**config.mk**
```make
export PLATFORM = sky130hd
export DESIGN_NAME = apb_slaves_top
export DESIGN_NICKNAME = d
export VERILOG_FILES = /design/src/source/apb_slaves_pkg.sv /design/src/source/apb_decoder.sv /design/src/source/plic_gateway.sv /design/src/source/plic_core.sv /design/src/source/apb_slaves_top.sv
export VERILOG_INCLUDE_DIRS = /design/src /design/src/source
export SDC_FILE = /design/constraint.sdc
export NUM_CORES = 1
export LEC_CHECK = 0
export ABC_CLOCK_PERIOD_IN_PS = 9100
export BUFFER_PORTS_ARGS = -buffer_cell sky130_fd_sc_hd__buf_4
export CAP_MARGIN = 20
export CELL_PAD_IN_SITES_DETAIL_PLACEMENT = 2
export CELL_PAD_IN_SITES_GLOBAL_PLACEMENT = 2
export CORE_AREA = 2 2 135 137
export CTS_BUF_LIST = sky130_fd_sc_hd__clkbuf_4
export CTS_CLUSTER_SIZE = 14
export DETAILED_ROUTE_END_ITERATION = 10
export DIE_AREA = 0 0 137 139
export GPL_TIMING_DRIVEN = 0
export PLACE_DENSITY = 0.86
export RECOVER_POWER = 50
export SLEW_MARGIN = 30
export SYNTH_ARGS = -nofsm -noshare
export SYNTH_HDL_FRONTEND = slang
export SYNTH_SLANG_ARGS = --single-unit
```
**constraint.sdc**
```tcl
create_clock -name PCLK -period 9.1 [get_ports PCLK]
set_input_delay 1.365 -clock PCLK [delete_from_list [all_inputs] [get_ports PCLK]]
set_output_delay 1.365 -clock PCLK [all_outputs]
set_load 0.01 [all_outputs]
```
**src/source/apb_slaves_defs.svh**
```systemverilog
// APB peripheral subsystem constants

`ifndef APB_SLAVES_DEFS_SVH
`define APB_SLAVES_DEFS_SVH

////////////////////////////////////////////////////////////
// APB4 bus widths
////////////////////////////////////////////////////////////

`define APB_ADDR_W        12
`define APB_DATA_W        32
`define APB_STRB_W        (`APB_DATA_W / 8)
`define APB_PROT_W        3

////////////////////////////////////////////////////////////
// Address map
////////////////////////////////////////////////////////////

// PLIC occupies the lowest 1 KB
`define PLIC_BASE         12'h000
`define PLIC_REGION_W     10

// Two user windows of 1 KB from 0x800, 0x400-0x7FF left unmapped
`define USR_CNT           2
`define USR_BASE          12'h800
`define USR_REGION_W      10

////////////////////////////////////////////////////////////
// PLIC sources and registers
////////////////////////////////////////////////////////////

`define PLIC_SOURCES      6
`define PLIC_ID_W         3
`define PLIC_PRIO_W       2

// Source IDs, 0 reserved for none
`define PLIC_ID_JSP       1
`define PLIC_ID_UART      2
`define PLIC_ID_GPIO      3
`define PLIC_ID_I2C       4
`define PLIC_ID_SPI       5
`define PLIC_ID_USR       6

// Register offsets inside the PLIC window
`define PLIC_PRIO_OFFS    10'h000
`define PLIC_PEND_OFFS    10'h100
`define PLIC_EN_OFFS      10'h200
`define PLIC_THR_OFFS     10'h300
`define PLIC_CLAIM_OFFS   10'h304

`endif

```
**src/source/apb_slaves_pkg.sv**
```systemverilog
// APB peripheral subsystem types

`include "apb_slaves_defs.svh"

package apb_slaves_pkg;

  ////////////////////////////////////////////////////////////
  // Plain vectors
  ////////////////////////////////////////////////////////////

  typedef logic [`APB_ADDR_W-1:0]    apb_addr_t;
  typedef logic [`APB_DATA_W-1:0]    apb_data_t;
  typedef logic [`APB_STRB_W-1:0]    apb_strb_t;
  typedef logic [`USR_REGION_W-1:0]  usr_addr_t;

  // Byte offset inside the PLIC window
  typedef logic [`PLIC_REGION_W-1:0] plic_offs_t;

  typedef logic [`PLIC_ID_W-1:0]     plic_id_t;
  typedef logic [`PLIC_PRIO_W-1:0]   plic_prio_t;

  // Bit n belongs to source ID n, no bit for ID 0
  typedef logic [`PLIC_SOURCES:1]    plic_src_t;

  ////////////////////////////////////////////////////////////
  // Bus bundles
  ////////////////////////////////////////////////////////////

  // Master side request
  typedef struct packed {
    logic                   psel;
    logic                   penable;
    logic                   pwrite;
    logic [`APB_PROT_W-1:0] pprot;
    apb_strb_t              pstrb;
    apb_addr_t              paddr;
    apb_data_t              pwdata;
  } apb_req_t;

  // Slave response, shared by every slave
  typedef struct packed {
    apb_data_t prdata;
    logic      pready;
    logic      pslverr;
  } apb_rsp_t;

  // Request on a user bus, address cut to the window
  typedef struct packed {
    logic                   psel;
    logic                   penable;
    logic                   pwrite;
    logic [`APB_PROT_W-1:0] pprot;
    apb_strb_t              pstrb;
    usr_addr_t              paddr;
    apb_data_t              pwdata;
  } usr_req_t;

endpackage

```
**src/source/apb_decoder.sv**
```systemverilog
// APB4 address decoder and response mux

`timescale 1ns/100ps

`include "apb_slaves_defs.svh"

module apb_decoder (
  // Clock and reset only feed the bound protocol checks
  input  logic                                   PCLK,
  input  logic                                   reset_i,
  input  apb_slaves_pkg::apb_req_t               mst_req_i,
  output apb_slaves_pkg::apb_rsp_t               mst_rsp_o,
  output logic                                   plic_sel_o,
  output logic [`USR_CNT-1:0]                    usr_sel_o,
  input  apb_slaves_pkg::apb_rsp_t               plic_rsp_i,
  input  apb_slaves_pkg::apb_rsp_t [`USR_CNT-1:0] usr_rsp_i
);

  import apb_slaves_pkg::*;

  // Offset bits inside each window masked off
  localparam apb_addr_t plic_mask = ~apb_addr_t'((1 << `PLIC_REGION_W) - 1);
  localparam apb_addr_t usr_mask  = ~apb_addr_t'((1 << `USR_REGION_W) - 1);

  // Window match flags
  logic                plic_hit;
  logic [`USR_CNT-1:0] usr_hit;
  // Selected but claimed by nobody
  logic                err_hit;

  ////////////////////////////////////////////////////////////
  // Select generation
  ////////////////////////////////////////////////////////////

  always_comb begin
    plic_hit = (mst_req_i.paddr & plic_mask) == `PLIC_BASE;
    // User windows sit back to back from the user base
    for (int n = 0; n < `USR_CNT; n++) begin
      usr_hit[n] = (mst_req_i.paddr & usr_mask) ==
                   apb_addr_t'(`USR_BASE + n * (1 << `USR_REGION_W));
    end
    // Gap between PLIC and user windows
    err_hit = mst_req_i.psel & ~plic_hit & ~(|usr_hit);
  end

  // Disjoint windows give one select at most
  assign plic_sel_o = mst_req_i.psel & plic_hit;
  assign usr_sel_o  = {`USR_CNT{mst_req_i.psel}} & usr_hit;

  ////////////////////////////////////////////////////////////
  // Response mux
  ////////////////////////////////////////////////////////////

  always_comb begin
    // Idle bus reads as ready with no error
    mst_rsp_o.prdata  = '0;
    mst_rsp_o.pready  = 1'b1;
    mst_rsp_o.pslverr = 1'b0;
    if (plic_sel_o) begin
      mst_rsp_o = plic_rsp_i;
    end
    // User wait states pass straight through
    for (int n = 0; n < `USR_CNT; n++) begin
      if (usr_sel_o[n]) begin
        mst_rsp_o = usr_rsp_i[n];
      end
    end
    // Unmapped access ends in its first access cycle with zero data
    if (err_hit) begin
      mst_rsp_o.pslverr = mst_req_i.penable;
    end
  end

endmodule

```
**src/source/plic_gateway.sv**
```systemverilog
// PLIC interrupt gateway

`timescale 1ns/100ps

`include "apb_slaves_defs.svh"

module plic_gateway #(
  parameter int NUM_SRC = `PLIC_SOURCES
) (
  input  logic                      PCLK,
  input  logic                      reset_i,
  // Raw interrupt levels in ID order
  input  apb_slaves_pkg::plic_src_t src_i,
  // Claim strobe from the register block
  input  logic                      claim_i,
  input  apb_slaves_pkg::plic_id_t  claim_id_i,
  // Handler done strobe
  input  logic                      complete_i,
  input  apb_slaves_pkg::plic_id_t  complete_id_i,
  output apb_slaves_pkg::plic_src_t pending_o,
  output apb_slaves_pkg::plic_src_t in_service_o
);

  import apb_slaves_pkg::*;

  // Next state of both vectors
  plic_src_t pend_d;
  plic_src_t serv_d;

  ////////////////////////////////////////////////////////////
  // Per-source gating
  ////////////////////////////////////////////////////////////

  always_comb begin
    // Bits above NUM_SRC stay clear
    pend_d = '0;
    serv_d = '0;
    for (int n = 1; n <= NUM_SRC; n++) begin
      pend_d[n] = pending_o[n];
      serv_d[n] = in_service_o[n];

      // Capture a level only when the source is idle
      if (src_i[n] && !pending_o[n] && !in_service_o[n]) begin
        pend_d[n] = 1'b1;
      end

      // Claim moves pending into service
      if (claim_i && claim_id_i == plic_id_t'(n) && pending_o[n]) begin
        pend_d[n] = 1'b0;
        serv_d[n] = 1'b1;
      end

      // Complete reopens the gate, next level is seen one edge later
      if (complete_i && complete_id_i == plic_id_t'(n)) begin
        serv_d[n] = 1'b0;
      end
    end
  end

  ////////////////////////////////////////////////////////////
  // State registers
  ////////////////////////////////////////////////////////////

  always_ff @(posedge PCLK) begin
    if (reset_i) begin
      pending_o    <= '0;
      in_service_o <= '0;
    end else begin
      pending_o    <= pend_d;
      in_service_o <= serv_d;
    end
  end

endmodule

```
**src/source/plic_core.sv**
```systemverilog
// PLIC register block and target logic

`timescale 1ns/100ps

`include "apb_slaves_defs.svh"

module plic_core (
  input  logic                      PCLK,
  input  logic                      reset_i,
  input  logic                      sel_i,
  input  apb_slaves_pkg::apb_req_t  req_i,
  output apb_slaves_pkg::apb_rsp_t  rsp_o,
  // Gateway state
  input  apb_slaves_pkg::plic_src_t pending_i,
  input  apb_slaves_pkg::plic_src_t in_service_i,
  // Gateway strobes
  output logic                      claim_o,
  output apb_slaves_pkg::plic_id_t  claim_id_o,
  output logic                      complete_o,
  output apb_slaves_pkg::plic_id_t  complete_id_o,
  output logic                      irq_o
);

  import apb_slaves_pkg::*;

  // Configuration registers
  plic_prio_t prio [1:`PLIC_SOURCES];
  plic_src_t  enable;
  plic_prio_t threshold;

  // Access decode
  logic       acc_wr;
  logic       acc_rd;
  plic_offs_t offs;
  plic_src_t  prio_sel;
  logic       cpl_busy;

  // Arbitration
  plic_prio_t best_prio;
  plic_id_t   best_id;
  plic_id_t   win_id;

  ////////////////////////////////////////////////////////////
  // Access decode
  ////////////////////////////////////////////////////////////

  // Always ready, so every access cycle completes
  assign acc_wr = sel_i & req_i.penable & req_i.pwrite;
  assign acc_rd = sel_i & req_i.penable & ~req_i.pwrite;
  assign offs   = req_i.paddr[`PLIC_REGION_W-1:0];

  always_comb begin
    prio_sel = '0;
    cpl_busy = 1'b0;
    for (int n = 1; n <= `PLIC_SOURCES; n++) begin
      // One priority word per ID at 4 x ID
      prio_sel[n] = offs == (`PLIC_PRIO_OFFS + plic_offs_t'(n * 4));
      // Written ID has to be in service
      if (complete_id_o == plic_id_t'(n) && in_service_i[n]) begin
        cpl_busy = 1'b1;
      end
    end
  end

  ////////////////////////////////////////////////////////////
  // Highest priority pending source
  ////////////////////////////////////////////////////////////

  always_comb begin
    // Priority 0 never wins, strict compare keeps lowest ID on ties
    best_prio = '0;
    best_id   = '0;
    for (int n = 1; n <= `PLIC_SOURCES; n++) begin
      if (pending_i[n] && enable[n] && prio[n] > best_prio) begin
        best_prio = prio[n];
        best_id   = plic_id_t'(n);
      end
    end
    // Below or at threshold counts as none
    win_id = (best_prio > threshold) ? best_id : '0;
  end

  // Claim/complete strobes to the gateway
  assign claim_o       = acc_rd & (offs == `PLIC_CLAIM_OFFS);
  assign claim_id_o    = win_id;
  assign complete_id_o = req_i.pwdata[`PLIC_ID_W-1:0];
  assign complete_o    = acc_wr & (offs == `PLIC_CLAIM_OFFS) & req_i.pstrb[0] & cpl_busy;

  ////////////////////////////////////////////////////////////
  // Registers and interrupt output
  ////////////////////////////////////////////////////////////

  always_ff @(posedge PCLK) begin
    if (reset_i) begin
      for (int n = 1; n <= `PLIC_SOURCES; n++) begin
        prio[n] <= '0;
      end
      enable    <= '0;
      threshold <= '0;
      irq_o     <= 1'b0;
    end else begin
      // All fields live in byte 0
      if (acc_wr && req_i.pstrb[0]) begin
        for (int n = 1; n <= `PLIC_SOURCES; n++) begin
          if (prio_sel[n]) begin
            prio[n] <= req_i.pwdata[`PLIC_PRIO_W-1:0];
          end
        end
        if (offs == `PLIC_EN_OFFS) begin
          enable <= req_i.pwdata[`PLIC_SOURCES:1];
        end
        if (offs == `PLIC_THR_OFFS) begin
          threshold <= req_i.pwdata[`PLIC_PRIO_W-1:0];
        end
      end
      // One edge after a qualifying pending source
      irq_o <= best_prio > threshold;
    end
  end

  // Read mux, unmapped offsets read zero
  always_comb begin
    rsp_o.prdata  = '0;
    rsp_o.pready  = 1'b1;
    rsp_o.pslverr = 1'b0;
    for (int n = 1; n <= `PLIC_SOURCES; n++) begin
      if (prio_sel[n]) begin
        rsp_o.prdata = apb_data_t'(prio[n]);
      end
    end
    if (offs == `PLIC_PEND_OFFS) begin
      rsp_o.prdata = apb_data_t'({pending_i, 1'b0});
    end
    if (offs == `PLIC_EN_OFFS) begin
      rsp_o.prdata = apb_data_t'({enable, 1'b0});
    end
    if (offs == `PLIC_THR_OFFS) begin
      rsp_o.prdata = apb_data_t'(threshold);
    end
    if (offs == `PLIC_CLAIM_OFFS) begin
      rsp_o.prdata = apb_data_t'(win_id);
    end
  end

endmodule

```
**src/source/apb_slaves_top.sv**
```systemverilog
// APB4 peripheral subsystem top level

`timescale 1ns/100ps

`include "apb_slaves_defs.svh"

module apb_slaves_top (
  input  logic                                    PCLK,
  input  logic                                    reset_i,
  // System APB4 master port
  input  apb_slaves_pkg::apb_req_t                mst_req_i,
  output apb_slaves_pkg::apb_rsp_t                mst_rsp_o,
  // User APB4 buses
  output apb_slaves_pkg::usr_req_t [`USR_CNT-1:0] usr_req_o,
  input  apb_slaves_pkg::apb_rsp_t [`USR_CNT-1:0] usr_rsp_i,
  // Interrupt lines
  input  logic                                    int_jsp_i,
  input  logic                                    int_uart_i,
  input  logic                                    int_gpio_i,
  input  logic                                    int_i2c_i,
  input  logic                                    int_spi_i,
  input  logic                                    int_usr_i,
  output logic                                    irq_o
);

  import apb_slaves_pkg::*;

  // Decoder to slaves
  logic                plic_sel;
  logic [`USR_CNT-1:0] usr_sel;
  apb_rsp_t            plic_rsp;

  // PLIC internals
  plic_src_t           plic_src;
  plic_src_t           pending;
  plic_src_t           in_service;
  logic                claim;
  plic_id_t            claim_id;
  logic                complete;
  plic_id_t            complete_id;

  ////////////////////////////////////////////////////////////
  // Bus decode
  ////////////////////////////////////////////////////////////

  apb_decoder apb_decoder_inst (
    .PCLK       (PCLK),
    .reset_i    (reset_i),
    .mst_req_i  (mst_req_i),
    .mst_rsp_o  (mst_rsp_o),
    .plic_sel_o (plic_sel),
    .usr_sel_o  (usr_sel),
    .plic_rsp_i (plic_rsp),
    .usr_rsp_i  (usr_rsp_i)
  );

  // User requests mirror the master, address cut to window
  always_comb begin
    for (int n = 0; n < `USR_CNT; n++) begin
      usr_req_o[n].psel    = usr_sel[n];
      usr_req_o[n].penable = mst_req_i.penable;
      usr_req_o[n].pwrite  = mst_req_i.pwrite;
      usr_req_o[n].pprot   = mst_req_i.pprot;
      usr_req_o[n].pstrb   = mst_req_i.pstrb;
      usr_req_o[n].paddr   = mst_req_i.paddr[`USR_REGION_W-1:0];
      usr_req_o[n].pwdata  = mst_req_i.pwdata;
    end
  end

  ////////////////////////////////////////////////////////////
  // Interrupt controller
  ////////////////////////////////////////////////////////////

  // Sources packed by ID
  always_comb begin
    plic_src[`PLIC_ID_JSP]  = int_jsp_i;
    plic_src[`PLIC_ID_UART] = int_uart_i;
    plic_src[`PLIC_ID_GPIO] = int_gpio_i;
    plic_src[`PLIC_ID_I2C]  = int_i2c_i;
    plic_src[`PLIC_ID_SPI]  = int_spi_i;
    plic_src[`PLIC_ID_USR]  = int_usr_i;
  end

  plic_gateway #(
    .NUM_SRC (`PLIC_SOURCES)
  ) plic_gateway_inst (
    .PCLK          (PCLK),
    .reset_i       (reset_i),
    .src_i         (plic_src),
    .claim_i       (claim),
    .claim_id_i    (claim_id),
    .complete_i    (complete),
    .complete_id_i (complete_id),
    .pending_o     (pending),
    .in_service_o  (in_service)
  );

  plic_core plic_core_inst (
    .PCLK          (PCLK),
    .reset_i       (reset_i),
    .sel_i         (plic_sel),
    .req_i         (mst_req_i),
    .rsp_o         (plic_rsp),
    .pending_i     (pending),
    .in_service_i  (in_service),
    .claim_o       (claim),
    .claim_id_o    (claim_id),
    .complete_o    (complete),
    .complete_id_o (complete_id),
    .irq_o         (irq_o)
  );

endmodule

```
==> results of run 1 <==
==> through the flow <==
step           TNS (ns)  power [mW]  area, µm²
4_1_cts               0       0.442       5800
6_report              0       0.425       5660
2_1_floorplan         0       0.255       3660
5_1_grt         -0.0164       0.450       5660
3_3_place_gp      -1.60       0.354       5710
3_5_place_dp      -1.26       0.359       5710
==> layout make-up <==
| cell class | instances | area share (%) |
|---|---|---|
| Multi-Input combinational cell | 304 | 36.9 |
| Clock inverter | 3 | 0.221 |
| Inverter | 16 | 1.06 |
| Sequential cell | 33 | 13.8 |
| Tap cell | 229 | 5.07 |
| Clock buffer | 5 | 0.664 |
| Buffer | 115 | 14.4 |
| Timing Repair Buffer | 245 | 27.8 |
==> power by group through the flow <==
stage	Clock (mW)	Sequential (mW)	Combinational [mW]
5_1_grt	0.0903	0.165	0.194
4_1_cts	0.0849	0.164	0.193
6_report	0.0821	0.165	0.178
3_5_place_dp	0	0.168	0.192
3_3_place_gp	0	0.167	0.187
2_1_floorplan	0	0.164	0.0904
==> critical path: cells and delay by family, from the launching register on <==
kind | cells | cell delay (ns)
flops | 1 | 0.39
simple gates | 8 | 1.04
mux | 5 | 1.67
buf+inv | 2 | 0.26
fa+ha+maj | 7 | 2.01
compound gates | 8 | 1.70
==> cell usage in the layout (no fill, tap or decap), drive strengths merged, types with 3 or more instances in the layout <==
cell       n
mux2      10
ha        10
nor4       4
nor2      62
a22oi      9
or3        3
nand2b     3
o22ai      3
and3       5
nor3      10
nand3     12
nand4      3
o21ai     29
and2       7
clkbuf    85
nand2     31
nor2b     12
mux2i     31
o2111a     3
buf      280
edfxtp    12
a21oi     17
inv       17
o21a       7
a221oi     3
o2111ai    4
dfxtp     21
==> timing repair <==
| item | CTS | global route |
|---|---|---|
| endpoints found under the setup margin | 3 | 3 |
| resized for setup | 10 | 13 |
| gates cloned | 0 | 0 |
| buffers inserted | 1 | 9 |
| pin swaps | 0 | 7 |
==> flip-flops by register name, indices dropped and copies added, names as in the netlist <==
name and count:
plic_core_inst.prio 12, plic_core_inst.enable 6, plic_gateway_inst.in_service_o 6, plic_gateway_inst.pending_o 6, plic_core_inst.threshold 2, plic_core_inst.irq_o 1
==> worst max path at each step <==
| stage | endpoint | slack, ns | from | depth (start not counted) |
|---|---|---|---|---|
| floorplan | mst_rsp_o[3] | 0.70 | plic_gateway_inst.pending_o[0]$_SDFFE_PP0P_ | 30 |
| global placement | mst_rsp_o[3] | -0.61 | plic_gateway_inst.pending_o[0]$_SDFFE_PP0P_ | 32 |
| detailed placement | mst_rsp_o[3] | -0.50 | plic_gateway_inst.pending_o[0]$_SDFFE_PP0P_ | 33 |
| CTS | mst_rsp_o[3] | 0.02 | plic_core_inst.prio[1][1]$_SDFFCE_PN0P_ | 31 |
| global route | mst_rsp_o[2] | -0.02 | plic_core_inst.prio[1][1]$_SDFFCE_PN0P_ | 32 |
| finish | mst_rsp_o[4] | 0.31 | plic_core_inst.prio[1][1]$_SDFFCE_PN0P_ | 30 |
==> kinds of logic (layout without fill, tap and decap cells) <==
| group | after synthesis | count (layout) | share of synthesized area [%] |
|---|---|---|---|
| DFF | 33 | 33 | 21.3 |
| and+or+nand+nor | 159 | 159 | 21.8 |
| buffers and inverters | 132 | 384 | 24.0 |
| AOI/OAI and AO/OA | 92 | 92 | 16.9 |
| adders and majority gates | 12 | 12 | 4.00 |
| muxes | 41 | 41 | 11.9 |
==> layer usage <==
| metal | up-vias | wire length, µm | global-route usage, % |
|---|---|---|---|
| met5 | - | 0 | 0 |
| met4 | 0 | 181 | 2.66 |
| met3 | 11 | 1180 | 2.89 |
| met2 | 147 | 9350 | 33.3 |
| met1 | 2088 | 6170 | 17.7 |
| li1 | 2054 | - | - |
==> results.md, run 1 <==
- GRT Total Usage: 16.6%
- CTS Hold Bufs: 0
- Post-synth top flop: dfxtp_1
- Largest net degree at the start of global routing: 11
- Chip width: 137 µm
- Clock sink total: 33
- Most common cell on crit path: ha_1
- Final weighted congestion in routability-driven placement: between 0.7 and 0.8
- Hold_ws: 0.502 ns
- Yosys Warn Count: 0
- Tmin final: 8.79 ns
- Yosys top cell area share: 20.9%
- Synth async-reset ratio: 0%
- Reg-to-Reg End: plic_gateway_inst.pending_o[0]$_SDFFE_PP0P_
- Max incr delay on CP: 0.39 ns
- Pwr dens: 75.1 nW/µm²
- Initial antenna violation count: 0
- Fin crit share: 96.6%
- Max Freq: 114 MHz
- Worst min path class: reg2reg
- Int Pwr: 0.284 mW
- First-pass GRT wire length: 24500 µm
- FF-to-FF path depth: 32
- DRT iter0 DRCs: roughly 110
- Congestion Overflow GR: 0
- Measured slew at the worst slew-check pin: about 0.73 ns
- Seq. cell area: 783 µm²
- Full die area: about 19000 µm²
- Clock buffer depth: 2
- Htree depth: 2
- Syn nets: 609
- Routed Antenna Nets: 0
- Nets: 860
- Root Buffer: clkbuf_4
- Detailed Routing Iterations Pass 1: 4
- Worst vdd ir: 0.0000353 V
- Final worst slack: 0.309 ns
- Slowest CP cell: edfxtp_1
- Status: finished, final reports clean
- Static Leakage: 2.55 nW
- Reg2reg setup slack: 1.16 ns
- Switching pwr: 0.141 mW
- Final WL: 16900 µm
- EDFF count, synth: 12
- Critical Path RT: 7.74 ns
- Initial Utilization: 20.7%
- Crit path DAT: 7.43 ns
- Crit path max fanout: 6
- Hold path start: plic_gateway_inst.in_service_o[2]$_SDFFE_PP0P_
- Setup CP Type: reg2out
- Detailed Place HPWL: 14500 µm
- Core Util, Final: approximately 32%
- Area Growth Syn to Fin: 54.6%
- Sequential share of power: about 39%
- Dominant cell type by area after synthesis: buf_4
- Combinational group share of total power: between 40% and 50%
- # port buffers: 235
- CTS Buf Count: 5
- Max Transition Viols Final: 0
- Die Ht: approximately 140 µm
- Synth area leaders: buf_4 21%, dfxtp_1 11%, edfxtp_1 9.8%, mux2i_1 8.5%, nor2_1 6.4%
- Synth unique cells: 57
- Post-Syn Area: 3660 µm²
- Via/cell ratio: 4.53
- # placed instances: 933
- Core footprint: 17700 µm²
- Fill count: roughly 2200
- Clock power share: about 19%
- Vias in the first global route: 4487
- Routed WL per cell: 17.8 µm
- Worst r2r src: plic_core_inst.prio[1][1]$_SDFFCE_PN0P_
- Pre-CTS setup slack: -0.498 ns
- Layout cell share with drive strength beyond 1: 44.4%
- Max Cap Violations: 0
- I/O pin count: approximately 270
- Remaining DRCs: 0
- Row count: 49
- Multi-input gate area: 2090 µm²
- CTS tree: built
- Cell with the most instances after synthesis: buf_4
- Cells after Synth: around 470
- Hold-critical path depth: 1
- Non-filler cells, final: between 900 and 1000
- Final Skew: 0.0120 ns
- Ant diodes: 0
- Hold EP: plic_gateway_inst.in_service_o[2]$_SDFFE_PP0P_
- Switch share: 33.2%
- Final hold vios: 0
- Commonest cells in the netlist: 102 x buf_4, 62 x nor2_1, 31 x mux2i_1, 31 x nand2_1, 29 x o21ai_0
- Startpoint types: flop
- Synth Area per Inst: 7.80 µm²
- Seq/Total Area, Yosys: between 20% and 30%
- Clk slew on worst S/H paths: ~0.1 ns
- Yosys reg bits: 33
- Normalized max-slew margin: 51.6%
- Vias after detailed routing: 4300
- CP endpoint kind: output pin
- Setup Viol. Count Final: 0
- Skew-Pair Late Insertion Delay: 0.35 ns
Note: power is estimated with default switching activity, not from simulation.
==> inputs of run 2 (changes only) <==
--- a/config.mk
+++ b/config.mk
@@ -17,7 +17,7 @@
 export DETAILED_ROUTE_END_ITERATION = 10
 export DIE_AREA = 0 0 137 139
 export GPL_TIMING_DRIVEN = 0
-export PLACE_DENSITY = 0.86
+export PLACE_DENSITY = 0.95
 export RECOVER_POWER = 50
 export SLEW_MARGIN = 30
 export SYNTH_ARGS = -nofsm -noshare
==> results.md, run 2 (same netlist as run 1, synthesis figures left out) <==
- Most common cell on crit path: ha_1 (unchanged)
- # port buffers: 235 (unchanged)
- Max Freq: 112 MHz (was 114 MHz)
- Pre-CTS setup slack: -0.503 ns (was -0.498 ns)
- Die Ht: 139 µm (unchanged)
- CTS Hold Bufs: 0 (unchanged)
- Startpoint types: flop (unchanged)
- Critical Path RT: 7.74 ns (about the same)
- Most common cell after layout, fill and taps aside: buf_4 (unchanged)
- Routed WL per cell: 19.0 µm (was 17.8 µm)
- Skew-Pair Late Insertion Delay: 0.35 ns (about the same)
- First-pass GRT wire length: 25900 µm (was 24500 µm)
- Crit path from: plic_core_inst.prio[1][1]$_SDFFCE_PN0P_ (unchanged)
- Max incr delay on CP: 0.45 ns (was 0.39 ns)
- Remaining DRCs: 0 (unchanged)
- Fin crit share: 98.4% (was 96.6%)
- Htree depth: 2 (unchanged)
- Max Transition Viols Final: 0 (unchanged)
- Measured slew at the worst slew-check pin: 0.865 ns (was 0.727 ns)
- Row count: 49 (unchanged)
- Post-route cell area: 5730 µm² (was 5660 µm²)
- Most frequent cells in the layout: 277 x buf_4, 79 x clkbuf_1, 61 x nor2_1 (was 276 x buf_4, 80 x clkbuf_1, 60 x nor2_1)
- Area Growth Syn to Fin: 56.6% (was 54.6%)
- Slowest CP cell: edfxtp_1 (unchanged)
- I/O pin count: 269 (unchanged)
- Pwr dens: 80.1 nW/µm² (was 75.1 nW/µm²)
- Initial antenna violation count: 1 (was 0)
- Full die area: 19000 µm² (unchanged)
- Routed Antenna Nets: 0 (unchanged)
- Final WL: 18000 µm (was 16900 µm)
- Clock sink total: 33 (unchanged)
- GRT Total Usage: 17.2% (was 16.6%)
- Core Util, Final: 32.5% (was 32.0%)
- Root Buffer: clkbuf_4 (unchanged)
- Hold path start: plic_core_inst.enable[1]$_SDFFE_PP0P_ (was plic_gateway_inst.in_service_o[2]$_SDFFE_PP0P_)
- Final weighted congestion in routability-driven placement: 0.831 (was 0.775)
- # placed instances: 933 (unchanged)
- Detailed Place HPWL: 14700 µm (was 14500 µm)
- Initial Utilization: 20.7% (unchanged)
- Chip width: 137 µm (unchanged)
- Dpl cell area: 5710 µm² (unchanged)
- Nets: 860 (unchanged)
- Crit path max fanout: 7 (was 6)
- Non-filler cells, final: 951 (was 950)
- Via/cell ratio: 4.63 (was 4.53)
- Vias in the first global route: 4639 (was 4487)
- Congestion Overflow GR: 0 (unchanged)
- Normalized max-slew margin: 42.3% (was 51.6%)
- CTS Buf Count: 5 (unchanged)
- Worst r2r src: plic_core_inst.prio[1][1]$_SDFFCE_PN0P_ (unchanged)
- Worst vdd ir: 0.0000467 V (was 0.0000353 V)
- Status: finished, final reports clean (unchanged)
- Clk slew on worst S/H paths: 0.11 ns (was 0.10 ns)
- Largest net degree at the start of global routing: 11 (unchanged)
- Setup TNS: 0 ns (unchanged)
- Tmin final: 8.95 ns (was 8.79 ns)
- CP endpoint kind: output pin (unchanged)
- Core footprint: 17700 µm² (unchanged)
- Worst min path class: reg2reg (unchanged)
- Largest register by flop count: plic_core_inst.prio (unchanged)
- Final worst slack: 0.148 ns (was 0.309 ns)
- Setup Viol. Count Final: 0 (unchanged)
- Max Cap Violations: 0 (unchanged)
- Fill count: 2135 (was 2161)
- DRT iter0 DRCs: 125 (was 109)
- Vias after detailed routing: 4405 (was 4300)
- Final Skew: 0.0129 ns (was 0.0120 ns)
- Largest register FFs: 12 (unchanged)
- Setup CP Type: reg2out (unchanged)
- Static Leakage: 2.61 nW (was 2.55 nW)
- Layout cell share with drive strength beyond 1: 44.8% (was 44.4%)
- Detailed Routing Iterations Pass 1: 4 (unchanged)
- Crit path DAT: 7.59 ns (was 7.43 ns)
- CTS tree: built (unchanged)
- Final hold vios: 0 (unchanged)
- Clock buffer depth: 2 (unchanged)
run 2: changes by cell type in the layout (fill, tap and decap cells not counted), sizes merged:
cell	previous run	this run
buf	280	281
diode	0	1
bufinv	0	1
inv	17	16
clkinv	2	1
run 2: repair_timing:
action                                  in CTS  in global routing
setup buffers                                6                  4
resized for setup                           11                 18
pin swaps                                    3                  7
endpoints found under the setup margin       3                  3
run 2: worst max-delay path, delay by kind of cell (launching register included):
kind	cells	cell delay, ns
multiplexers	4	1.33
adder cells (fa/ha/maj)	7	1.96
AO/OA/AOI/OAI	9	1.84
flip-flops	1	0.45
buffers and inverters	2	0.27
AND/OR/NAND/NOR	10	1.37
run 2: where the power goes:
group          internal [mW]  switching (mW)
Clock                 0.0602          0.0522
Sequential             0.158         0.00732
Combinational         0.0988          0.0826
run 2: layout make-up:
class / instances / area [µm²] / area share, %
plain buffers: 115 / 816 / 14.2
repair buffers: 245 / 1580 / 27.5
multi-input cells: 304 / 2130 / 37.1
inverters: 16 / 60.1 / 1.05
flip-flops and latches: 33 / 783 / 13.7
clock inverters: 2 / 33.8 / 0.590
clock buffers: 6 / 45.0 / 0.786
diodes: 1 / 2.50 / 0.0437
well taps: 229 / 287 / 5.00
run 2: worst paths after layout:
path | slack (ns) | end | depth (start not counted)
worst max-delay path | 0.15 | mst_rsp_o[3] | 32
worst min-delay path | 0.50 | plic_core_inst.enable[1]$_SDFFE_PP0P_ | 2
worst max register to register | 0.79 | plic_gateway_inst.pending_o[3]$_SDFFE_PP0P_ | 36
worst min register to register | 0.50 | plic_core_inst.enable[1]$_SDFFE_PP0P_ | 2
run 2: through the flow:
stage	total power, mW	hold slack (ns)
after global placement	0.353	0.478
after floorplan	0.255	0.444
final	0.459	0.499
after CTS	0.473	0.500
after global routing	0.483	0.527
after detailed placement	0.360	0.486
run 2: per-layer routing:
metal,vias to the layer above,track usage [%],wire [µm]
met5,-,0,0
met3,19,3.00,1180
met4,0,3.04,297
li1,2063,-,-
met1,2154,19.3,6760
met2,169,33.5,9780
